--- config.mk ---
export PLATFORM = sky130hd
export DESIGN_NAME = simple_processor
export DESIGN_NICKNAME = d
export VERILOG_FILES = /design/src/verilog/simple_processor_pkg.sv /design/src/verilog/alu.sv /design/src/verilog/ins_dec.sv /design/src/verilog/pc_fetch.sv /design/src/verilog/reg_file.sv /design/src/verilog/simple_processor.sv
export VERILOG_INCLUDE_DIRS = /design/src /design/src/verilog
export SDC_FILE = /design/constraint.sdc
export NUM_CORES = 1
export LEC_CHECK = 0
export ABC_AREA = 1
export BUFFER_PORTS_ARGS = -buffer_cell sky130_fd_sc_hd__buf_4
export CAP_MARGIN = 20
export CELL_PAD_IN_SITES_DETAIL_PLACEMENT = 1
export CELL_PAD_IN_SITES_GLOBAL_PLACEMENT = 2
export CORE_ASPECT_RATIO = 0.6
export CORE_MARGIN = 2
export CORE_UTILIZATION = 32
export CTS_CLUSTER_DIAMETER = 60
export DETAILED_ROUTE_END_ITERATION = 6
export GPL_TIMING_DRIVEN = 0
export MAX_ROUTING_LAYER = met4
export PLACE_DENSITY = 0.79
export SLEW_MARGIN = 0
export SYNTH_ARGS = -nofsm -noshare
export SYNTH_HDL_FRONTEND = slang
export SYNTH_SLANG_ARGS = --single-unit
--- constraint.sdc ---
create_clock -name clk_i -period 4.03 [get_ports clk_i]
set_clock_uncertainty 0.15 [all_clocks]
set_input_delay 0.2015 -clock clk_i [delete_from_list [all_inputs] [get_ports clk_i]]
set_output_delay 0.2015 -clock clk_i [all_outputs]
set_load 0.02 [all_outputs]
--- src/verilog/simple_processor_settings.svh ---
/*
  Sizing macros for the processor core
  Data path and instruction widths, register count, IMEM word address
*/

`ifndef SIMPLE_PROCESSOR_SETTINGS_SVH
`define SIMPLE_PROCESSOR_SETTINGS_SVH

////////////////////////////////////////////////////////////
// Datapath
////////////////////////////////////////////////////////////

`define DATA_WIDTH  16 // Register and ALU width
`define INSTR_WIDTH 16 // One instruction per IMEM word

////////////////////////////////////////////////////////////
// Storage
////////////////////////////////////////////////////////////

`define REG_COUNT   8  // r0 hardwired to zero
`define IMEM_AW     8  // IMEM word address bits, 256 words

`endif
--- src/verilog/simple_processor_pkg.sv ---
/*
  Shared types of the processor core
  Function code enum, R/I instruction union,
  decoded instruction and retire record
*/

`include "simple_processor_settings.svh"

`default_nettype none

package simple_processor_pkg;

  localparam int REG_AW = $clog2(`REG_COUNT); // Register index bits
  localparam int IMM_W  = 6;                  // I form immediate, bits 9..4

  typedef logic [REG_AW-1:0] reg_addr_t;

  // Function codes in bits 3..0, unlisted codes act as NOP
  typedef enum logic [3:0] {
    FN_ADD  = 4'h0,
    FN_SUB  = 4'h1,
    FN_AND  = 4'h2,
    FN_OR   = 4'h3,
    FN_XOR  = 4'h4,
    FN_SLL  = 4'h5,
    FN_SRL  = 4'h6,
    FN_ADDI = 4'h7, // Sign-extended imm
    FN_LI   = 4'h8, // Zero-extended imm
    FN_BNEZ = 4'h9, // PC relative on rs1 != 0
    FN_HALT = 4'hA,
    FN_NOP  = 4'hF
  } func_t;

  // One word, two views
  typedef union packed {
    struct packed {
      reg_addr_t   rd;     // 15..13
      reg_addr_t   rs1;    // 12..10
      reg_addr_t   rs2;    // 9..7
      logic [2:0]  unused; // 6..4
      func_t       func;   // 3..0
    } r;
    struct packed {
      reg_addr_t        rd;
      reg_addr_t        rs1;
      logic [IMM_W-1:0] imm; // 9..4
      func_t            func;
    } i;
  } instr_u;

  typedef struct packed {
    logic             valid; // Word acknowledged this cycle
    func_t            func;
    reg_addr_t        rd;
    reg_addr_t        rs1;
    reg_addr_t        rs2;
    logic [IMM_W-1:0] imm;
    logic             we;    // Writes rd, already qualified by valid
  } dec_t;

  // Retire record, also the register file write port
  typedef struct packed {
    logic                   valid;
    reg_addr_t              rd;
    logic [`DATA_WIDTH-1:0] data;
  } wb_t;

endpackage

`default_nettype wire

--- src/verilog/alu.sv ---
/*
  ALU
  Function code execution, immediate extension, BNEZ condition
*/

`timescale 1ns/100ps

`include "simple_processor_settings.svh"

`default_nettype none

module alu (
  input  wire simple_processor_pkg::dec_t dec_i,
  input  wire logic [`DATA_WIDTH-1:0]     rs1_data_i,
  input  wire logic [`DATA_WIDTH-1:0]     rs2_data_i,
  output logic [`DATA_WIDTH-1:0]          result_o,       // Write-back data
  output logic                            branch_taken_o
);

  localparam int IMM_W = simple_processor_pkg::IMM_W;
  localparam int SH_W  = $clog2(`DATA_WIDTH); // 4 bits for 16-bit data

  logic [`DATA_WIDTH-1:0] imm_sext;
  logic [`DATA_WIDTH-1:0] imm_zext;
  logic [SH_W-1:0]        shamt;

  ////////////////////////////////////////////////////////////
  // Operands
  ////////////////////////////////////////////////////////////

  assign imm_sext = {{(`DATA_WIDTH-IMM_W){dec_i.imm[IMM_W-1]}}, dec_i.imm}; // ADDI
  assign imm_zext = {{(`DATA_WIDTH-IMM_W){1'b0}}, dec_i.imm};               // LI
  assign shamt    = rs2_data_i[SH_W-1:0]; // Low bits of source 2

  ////////////////////////////////////////////////////////////
  // Execute
  ////////////////////////////////////////////////////////////

  always_comb begin
    case (dec_i.func)
      simple_processor_pkg::FN_ADD:  result_o = rs1_data_i + rs2_data_i;
      simple_processor_pkg::FN_SUB:  result_o = rs1_data_i - rs2_data_i;
      simple_processor_pkg::FN_AND:  result_o = rs1_data_i & rs2_data_i;
      simple_processor_pkg::FN_OR:   result_o = rs1_data_i | rs2_data_i;
      simple_processor_pkg::FN_XOR:  result_o = rs1_data_i ^ rs2_data_i;
      simple_processor_pkg::FN_SLL:  result_o = rs1_data_i << shamt;
      simple_processor_pkg::FN_SRL:  result_o = rs1_data_i >> shamt; // Logical
      simple_processor_pkg::FN_ADDI: result_o = rs1_data_i + imm_sext;
      simple_processor_pkg::FN_LI:   result_o = imm_zext;
      default:                       result_o = '0;  // Not written back
    endcase
  end

  // Taken only on an acknowledged BNEZ
  assign branch_taken_o = dec_i.valid &&
                          (dec_i.func == simple_processor_pkg::FN_BNEZ) &&
                          (rs1_data_i != '0);

endmodule

`default_nettype wire

--- src/verilog/ins_dec.sv ---
/*
  Instruction decoder
  Gates the fetched word with ack, splits R and I fields,
  derives the register write enable
*/

`timescale 1ns/100ps

`include "simple_processor_settings.svh"

`default_nettype none

module ins_dec (
  input  wire logic [`INSTR_WIDTH-1:0]  imem_rdata_i, // Word from IMEM
  input  wire logic                     imem_ack_i,   // Word valid this cycle
  output simple_processor_pkg::dec_t    dec_o
);

  simple_processor_pkg::instr_u instr;

  // No ack, no instruction
  assign instr = imem_ack_i ? imem_rdata_i : '0;

  always_comb begin
    dec_o.valid = imem_ack_i;
    dec_o.func  = instr.r.func;
    dec_o.rd    = instr.r.rd;
    dec_o.rs1   = instr.r.rs1;
    dec_o.rs2   = instr.r.rs2;  // R view
    dec_o.imm   = instr.i.imm;  // I view of the same bits

    // Writers: ALU ops and the two immediate forms
    case (instr.r.func)
      simple_processor_pkg::FN_ADD,
      simple_processor_pkg::FN_SUB,
      simple_processor_pkg::FN_AND,
      simple_processor_pkg::FN_OR,
      simple_processor_pkg::FN_XOR,
      simple_processor_pkg::FN_SLL,
      simple_processor_pkg::FN_SRL,
      simple_processor_pkg::FN_ADDI,
      simple_processor_pkg::FN_LI:   dec_o.we = imem_ack_i; // Zeroed word decodes as ADD
      default:                       dec_o.we = 1'b0;       // BNEZ, HALT, NOP
    endcase
  end

endmodule

`default_nettype wire

--- src/verilog/pc_fetch.sv ---
/*
  Program counter and instruction fetch
  Wishbone classic read master, branch target select, halt state
*/

`timescale 1ns/100ps

`include "simple_processor_settings.svh"

`default_nettype none

module pc_fetch (
  input  wire logic                       clk_i,
  input  wire logic                       rst_n_i,
  input  wire logic                       imem_ack_i,
  input  wire simple_processor_pkg::dec_t dec_i,
  input  wire logic                       branch_taken_i, // From ALU
  output logic                            imem_cyc_o,
  output logic                            imem_stb_o,
  output logic                            imem_we_o,
  output logic [`IMEM_AW-1:0]             imem_adr_o,
  output logic                            halted_o
);

  localparam int IMM_W = simple_processor_pkg::IMM_W;

  logic [`IMEM_AW-1:0] pc;
  logic [`IMEM_AW-1:0] pc_next;
  logic [`IMEM_AW-1:0] br_off;   // Sign-extended branch offset
  logic                active;   // Read cycle open
  logic                halted;
  logic                ack_fire; // stb and ack both high
  logic                halt_hit;

  ////////////////////////////////////////////////////////////
  // Next PC
  ////////////////////////////////////////////////////////////

  assign ack_fire = active & imem_ack_i;
  assign halt_hit = ack_fire & dec_i.valid &
                    (dec_i.func == simple_processor_pkg::FN_HALT);

  assign br_off  = {{(`IMEM_AW-IMM_W){dec_i.imm[IMM_W-1]}}, dec_i.imm};
  assign pc_next = branch_taken_i ? pc + br_off : pc + 1'b1;

  ////////////////////////////////////////////////////////////
  // Fetch state
  ////////////////////////////////////////////////////////////

  always_ff @(posedge clk_i or negedge rst_n_i) begin
    if (!rst_n_i) begin
      pc     <= '0;
      active <= 1'b0;
      halted <= 1'b0;
    end else if (halt_hit) begin
      active <= 1'b0;  // Bus closed for good
      halted <= 1'b1;  // PC left on the HALT word
    end else begin
      active <= ~halted; // Opens one cycle after reset release
      if (ack_fire) begin
        pc <= pc_next;
      end
    end
  end

  // Read-only master, cyc and stb move together
  assign imem_cyc_o = active;
  assign imem_stb_o = active;
  assign imem_we_o  = 1'b0;
  assign imem_adr_o = pc;
  assign halted_o   = halted;

endmodule

`default_nettype wire

--- src/verilog/reg_file.sv ---
/*
  Register file
  Eight registers, r0 reads zero, two async reads, one write
*/

`timescale 1ns/100ps

`include "simple_processor_settings.svh"

`default_nettype none

module reg_file (
  input  wire logic                            clk_i,
  input  wire logic                            rst_n_i,
  input  wire simple_processor_pkg::reg_addr_t rs1_addr_i,
  input  wire simple_processor_pkg::reg_addr_t rs2_addr_i,
  input  wire simple_processor_pkg::wb_t       wb_i,      // Retire record as write port
  output logic [`DATA_WIDTH-1:0]               rs1_data_o,
  output logic [`DATA_WIDTH-1:0]               rs2_data_o
);

  logic [`DATA_WIDTH-1:0] regs [`REG_COUNT];

  // Write at the ack edge
  always_ff @(posedge clk_i or negedge rst_n_i) begin
    if (!rst_n_i) begin
      for (int i = 0; i < `REG_COUNT; i++) begin
        regs[i] <= '0;
      end
    end else if (wb_i.valid && (wb_i.rd != '0)) begin
      regs[wb_i.rd] <= wb_i.data; // r0 write dropped, still shows on retire
    end
  end

  ////////////////////////////////////////////////////////////
  // Read ports
  ////////////////////////////////////////////////////////////

  // r0 forced to zero
  assign rs1_data_o = (rs1_addr_i == '0) ? '0 : regs[rs1_addr_i];
  assign rs2_data_o = (rs2_addr_i == '0) ? '0 : regs[rs2_addr_i];

endmodule

`default_nettype wire

--- src/verilog/simple_processor.sv ---
/*
  Processor top level
  Fetch, decode, register file and ALU, retire port
*/

`timescale 1ns/100ps

`include "simple_processor_settings.svh"

`default_nettype none

module simple_processor (
  input  wire logic                    clk_i,
  input  wire logic                    rst_n_i,
  // Wishbone classic read, IMEM
  input  wire logic                    imem_ack_i,
  input  wire logic [`INSTR_WIDTH-1:0] imem_dat_i,
  output logic                         imem_cyc_o,
  output logic                         imem_stb_o,
  output logic                         imem_we_o,
  output logic [`IMEM_AW-1:0]          imem_adr_o,
  output logic                         halted_o,
  output simple_processor_pkg::wb_t    retire_o   // One record per register write
);

  simple_processor_pkg::dec_t dec;
  simple_processor_pkg::wb_t  retire;
  logic [`DATA_WIDTH-1:0]     rs1_data;
  logic [`DATA_WIDTH-1:0]     rs2_data;
  logic [`DATA_WIDTH-1:0]     alu_result;
  logic                       branch_taken;

  pc_fetch u_pc_fetch (
    .clk_i          (clk_i),
    .rst_n_i        (rst_n_i),
    .imem_ack_i     (imem_ack_i),
    .dec_i          (dec),
    .branch_taken_i (branch_taken),
    .imem_cyc_o     (imem_cyc_o),
    .imem_stb_o     (imem_stb_o),
    .imem_we_o      (imem_we_o),
    .imem_adr_o     (imem_adr_o),
    .halted_o       (halted_o)
  );

  ins_dec u_ins_dec (
    .imem_rdata_i (imem_dat_i),
    .imem_ack_i   (imem_ack_i),
    .dec_o        (dec)
  );

  reg_file u_reg_file (
    .clk_i      (clk_i),
    .rst_n_i    (rst_n_i),
    .rs1_addr_i (dec.rs1),
    .rs2_addr_i (dec.rs2),
    .wb_i       (retire),
    .rs1_data_o (rs1_data),
    .rs2_data_o (rs2_data)
  );

  alu u_alu (
    .dec_i          (dec),
    .rs1_data_i     (rs1_data),
    .rs2_data_i     (rs2_data),
    .result_o       (alu_result),
    .branch_taken_o (branch_taken)
  );

  // Retire record, same cycle as ack
  assign retire.valid = dec.we;
  assign retire.rd    = dec.rd;
  assign retire.data  = alu_result;
  assign retire_o     = retire;

endmodule

`default_nettype wire

# After elaboration in Yosys (flattened, before gate mapping)
# Cells that the tools add are included.
[word_totals] ff_bits=138 output_inout_bits=32
[classes] add_sub_neg=5 n_lt_le_gt_ge=4 n_eq_ne=10 shift=2 n_mux=16 bitwise_logic=11 n_reduce_logical=11
[op_table] operator="case mux 16 bit (9 select lines)" count=1
[op_table] operator="bitwise mux 128 bit" count=1
[op_table] operator="2-to-1 mux 16 bit" count=8
[op_table] operator="binary-select mux 16 bit (select 3 bit)" count=2
[op_table] operator="demux 16 bit (select 3 bit)" count=1
[op_table] operator="adder 16 bit" count=2
[op_table] operator="AND 16 bit" count=1
[op_table] operator="== test 4 x 3 -> 1 bit, second input constant" count=4
[op_table] operator="bitwise OR 16 bit" count=1
[op_table] operator="nonzero test 16 bit" count=1
[op_table] operator="left shift 16 x 4 -> 16 bit" count=1
[op_table] operator="right shift 16 x 4 -> 16 bit" count=1
[op_table] operator="subtractor 16 bit" count=1
[op_table] operator="bitwise XOR 16 bit" count=1
[op_table] operator="== test 4 bit, second input constant" count=3
[op_table] operator="greater-or-equal comparator 4 bit, second input constant" count=3
[op_table] operator="NOT 3 -> 4 bit" count=3
[op_table] operator="OR reduction 9 bit" count=1
[op_table] operator="adder 8 x 1 -> 8 bit, second input constant" count=1
[op_table] operator="adder 8 bit" count=1
[op_table] operator="== test 4 x 2 -> 1 bit, second input constant" count=2
[op_table] operator="2-to-1 mux 8 bit" count=1
[op_table] operator="logical NOT 3 bit" count=2
[op_table] operator="== test 4 x 1 -> 1 bit, second input constant" count=1
[op_table] operator="other kinds (8)" count=15

# Longest topological paths before layout
[logic_depth] depth_word=9 ltp_mapped=32 ltp_nobuf=29

# Cells and area by module
# From an unflattened synthesis, not the netlist that was laid out.
[unflattened] cells_unflattened=1941 hier_area_um2=12139.1
[by_module_without_submodules] mod="reg_file" n_inst=1 cells_each=1150 area_per_inst_um2=7572.3
[by_module_without_submodules] mod="alu" n_inst=1 cells_each=643 area_per_inst_um2=3585.9
[by_module_without_submodules] mod="pc_fetch" n_inst=1 cells_each=107 area_per_inst_um2=789.5
[by_module_without_submodules] mod="ins_dec" n_inst=1 cells_each=41 area_per_inst_um2=191.4

# Worst setup path after synthesis
# OpenSTA, ideal clock, no wires.
[synth_timing] kind="input to register" from="in imem_dat_i[7]" to="reg u_reg_file.regs[107] (netlist bit)" setup_time_ps=120 arrival_ps=3766 required_time_ps=3760 path_slack_ps=-5 cell_stages=28 n_path_buf=4 path_cell_list="buf_4 nand2_4 buf_2 nand2_1 nand3_1 nand2_1 nand2_1 nand3_2 buf_6 buf_2 ha_1 nand2_1 nor3_2 nand2_1 nor2_1 nor2_1 a21oi_1 a21oi_1 ha_1 a21oi_1 o21ai_0 a21boi_0 o21ai_0 or2_2 nand3_1 nand4_2 nand2_1 nand2_1"
[synth_rtl] item="from (decl)" line_no="simple_processor.sv:17" text="input wire logic [`INSTR_WIDTH-1:0] imem_dat_i,"
[synth_rtl] item="to (signal, indexed assignment)" line_no="reg_file.sv:31" text="regs[wb_i.rd] <= wb_i.data;"
[synth_rtl] item="to (decl)" line_no="reg_file.sv:22" text="logic [`DATA_WIDTH-1:0] regs [`REG_COUNT];"

==> impl_metrics.tcl <==
set metrics [dict create \
    status "finished with violations" \
    violations "negative setup slack" \
    grt_pass1_vias 12400 \
    grt_use_total 0.331 \
    worstHoldPathType "input pin to asynchronous set/reset pin" \
    synth_area_leaders "dfrtp_1 28%, nand2_1 21%, nand3_1 6.8%, ha_1 6.5%, inv_1 5.7%" \
    overflow 0 \
    power_mw 5.81 \
    setup_violations 66 \
    grt_pass1_wl_um 82300 \
    slew_violations 0 \
    worstPathArrival_ns 4.23 \
    die_w_um 241 \
    clock-sinks 122 \
    synthToLayoutAreaGrowth_pct 28.2 \
    utilization 0.421 \
    cpMaxStageDelayCell "ha_4" \
    numCtsBuffers 17 \
    cts_root_buffer "clkbuf_16" \
    final_cells 2245 \
    row_count 51 \
    syn_avg_cell_area_um2 6.48 \
    synth_edf_count 0 \
    clk_pin_slew_ns 0.06 \
    crit_path_end_kind "output port" \
    max_slew_margin 0.265 \
    final-hold-violation-count 0 \
    clk_latency_ns 0.44 \
    ant_nets 0 \
    postRouteWirelength_um 56400 \
    setup_ws_ns -0.553 \
    final_nets 1859 \
    first_pass_iters 6 \
    die_height_um 146 \
    cts_tree "yes" \
    yosys.area.top_type "dfrtp_1" \
    portBuffers 45 \
    grt_max_degree 92 \
    drt_iter0_markers 1352 \
    die-area_mm2 0.0351 \
    h-tree-depth 4 \
    dp_cells 2154 \
    period_needed_ns 4.58 \
    drive_gt1_frac 0.221 \
    rsz0062_at_grt "yes" \
    synth_ff_type "dfrtp_1" \
    io_pins 51 \
    ys_ff_latch 122 \
    synth_top_area_frac 0.284 \
    leakage_nw 6.70 \
    ir_drop_mv 0.310 \
    start_kind "input pin" \
    synth_async_sr_flop_share 1.00 \
    max_stage_delay_ns 0.27 \
    required_ns 3.68 \
    n_antenna_cell 0 \
    fmax_ghz 0.218 \
    num_vias 12700 \
    synth_area_mm2 0.0107 \
    tightest_slew_ns 1.10 \
    place.gp.congestion 0.985 \
    post_drt_wl_per_cell_um 25.1 \
    clk_path_buf_depth 2 \
    worstPathMaxFanout 9 \
    antenna_found_initial 0 \
    maxCapViolCount 0 \
    start_util 0.328 \
    yosysSeqAreaShare 0.284 \
    syn_inst 1658 \
    cellPowerDensity_mw_per_mm2 422 \
    post-route-period-util 1.14 \
    path_class "input pin to output port" \
    yosysWarnings 0 \
    drc 0 \
    core_area_mm2 0.0327 \
    viasPerCell 5.68 \
    synthDistinctLibCells 60 \
    dp_hpwl_um 42900 \
    synth_nets 1735 \
]
registers in the layout, indices dropped and copies added (netlist names):
name	cells
u_pc_fetch.halted_o	1
u_pc_fetch.imem_adr_o	8
u_reg_file.regs	112
u_pc_fetch.imem_cyc_o	1
per-layer routing:
layer  global-route usage  share of wire
met3               0.0895           0.12
met5                    -              0
met4               0.0652          0.013
met2                0.414           0.38
met1                0.515           0.49
Yosys cell counts (all sizes together) (3+ instances only):
cell     instances
o211ai          67
a21oi           45
clkbuf          32
a221oi          10
o2111ai          5
a31oi           12
nor3             6
nor2            93
nand4           12
nand3b           3
a22oi            8
xor2             6
buf             48
o221ai           3
o21ai          127
or2              6
nand3          156
a211oi           5
o21a             3
dfrtp          122
ha              56
nand2          624
inv            186
through the flow:
stage	hold slack (ns)	setup TNS, ns	setup slack (ns)	instance area, um^2
final	0.0672	-11.63	-0.553	13800
after CTS	0.0519	-4.68	-0.430	13200
after detailed placement	-0.0272	-116.58	-1.76	11700
after global placement	0.283	-107.21	-1.72	11700
after global routing	0.0994	-24.13	-0.720	13800
after floorplan	-0.244	0	0.0666	10800
placed cells by master (no fill, tap or decap), types with 8 or more instances in the layout:
master,netlist,routed
nand2_1,611,569
inv_1,163,155
dfrtp_1,122,122
nand3_1,146,121
buf_4,14,90
o21ai_1,69,75
nor2_1,82,73
o211ai_1,63,63
ha_1,56,48
o21ai_0,56,44
nand2_2,12,40
a21oi_1,41,33
buf_6,8,31
nand3_2,9,27
inv_2,21,25
clkbuf_1,32,23
buf_2,26,20
clkbuf_16,0,17
nand2_4,1,15
nor2_4,1,11
a31oi_1,12,10
nor2_2,10,9
nand4_1,9,9
clkbuf_2,0,8
nand3_4,1,8
a21oi_2,3,8
where the power goes:
part | internal (mW) | switching (mW)
Combinational | 0.857 | 1.57
Sequential | 1.49 | 0.179
Clock | 1.06 | 0.667
Total | 3.40 | 2.41
cells by family (layout without fill, tap and decap cells):
family          Yosys count  in the layout  share of synthesized area
compound gates          299            299                      0.178
xor+xnor                  7              7                    0.00571
fa+ha+maj                58             58                     0.0689
buf+inv                 267            404                      0.107
flops                   122            122                      0.284
other cells               1              1                   0.000349
simple gates            904            904                      0.355
worst paths after layout:
| kind | start | end | slack [ns] | cells after the start |
|---|---|---|---|---|
| max | imem_dat_i[9] | retire_o[14] | -0.55 | 29 |
| min | rst_n_i | u_reg_file.regs[4] | 0.07 | 2 |
| max reg2reg | u_reg_file.regs[33] | u_reg_file.regs[72] | -0.25 | 27 |
| min reg2reg | u_pc_fetch.halted_o | u_pc_fetch.imem_cyc_o | 0.31 | 1 |
| max in group asynchronous | rst_n_i | u_reg_file.regs[45] | 2.85 | 3 |
| min in group clk_i | imem_dat_i[0] | u_pc_fetch.imem_cyc_o | 0.07 | 5 |
what timing repair did:
action                                 CTS  global route
endpoints found under the hold margin  122             0
pin swaps                               31            72
setup buffers                           39            24
gates resized for setup                132           123
setup endpoints to repair               99            84
hold buffers                             1             0
area by class of cell:
class	count	area, um^2
Fill cell	4203	19000
Multi-Input combinational cell	1269	7330
Sequential cell	122	3050
Timing Repair Buffer	105	932
Inverter	187	723
Tap cell	450	563
Buffer	80	532
Clock buffer	18	439
Clock inverter	14	195
worst max-delay path, delay by kind of cell:
kind,cells,cell delay [ns]
adders and majority gates,1,0.27
buffers and inverters,6,0.90
AOI/OAI and AO/OA,5,0.84
and+or+nand+nor,17,2.00
Note: power is estimated with default switching activity, not from simulation.
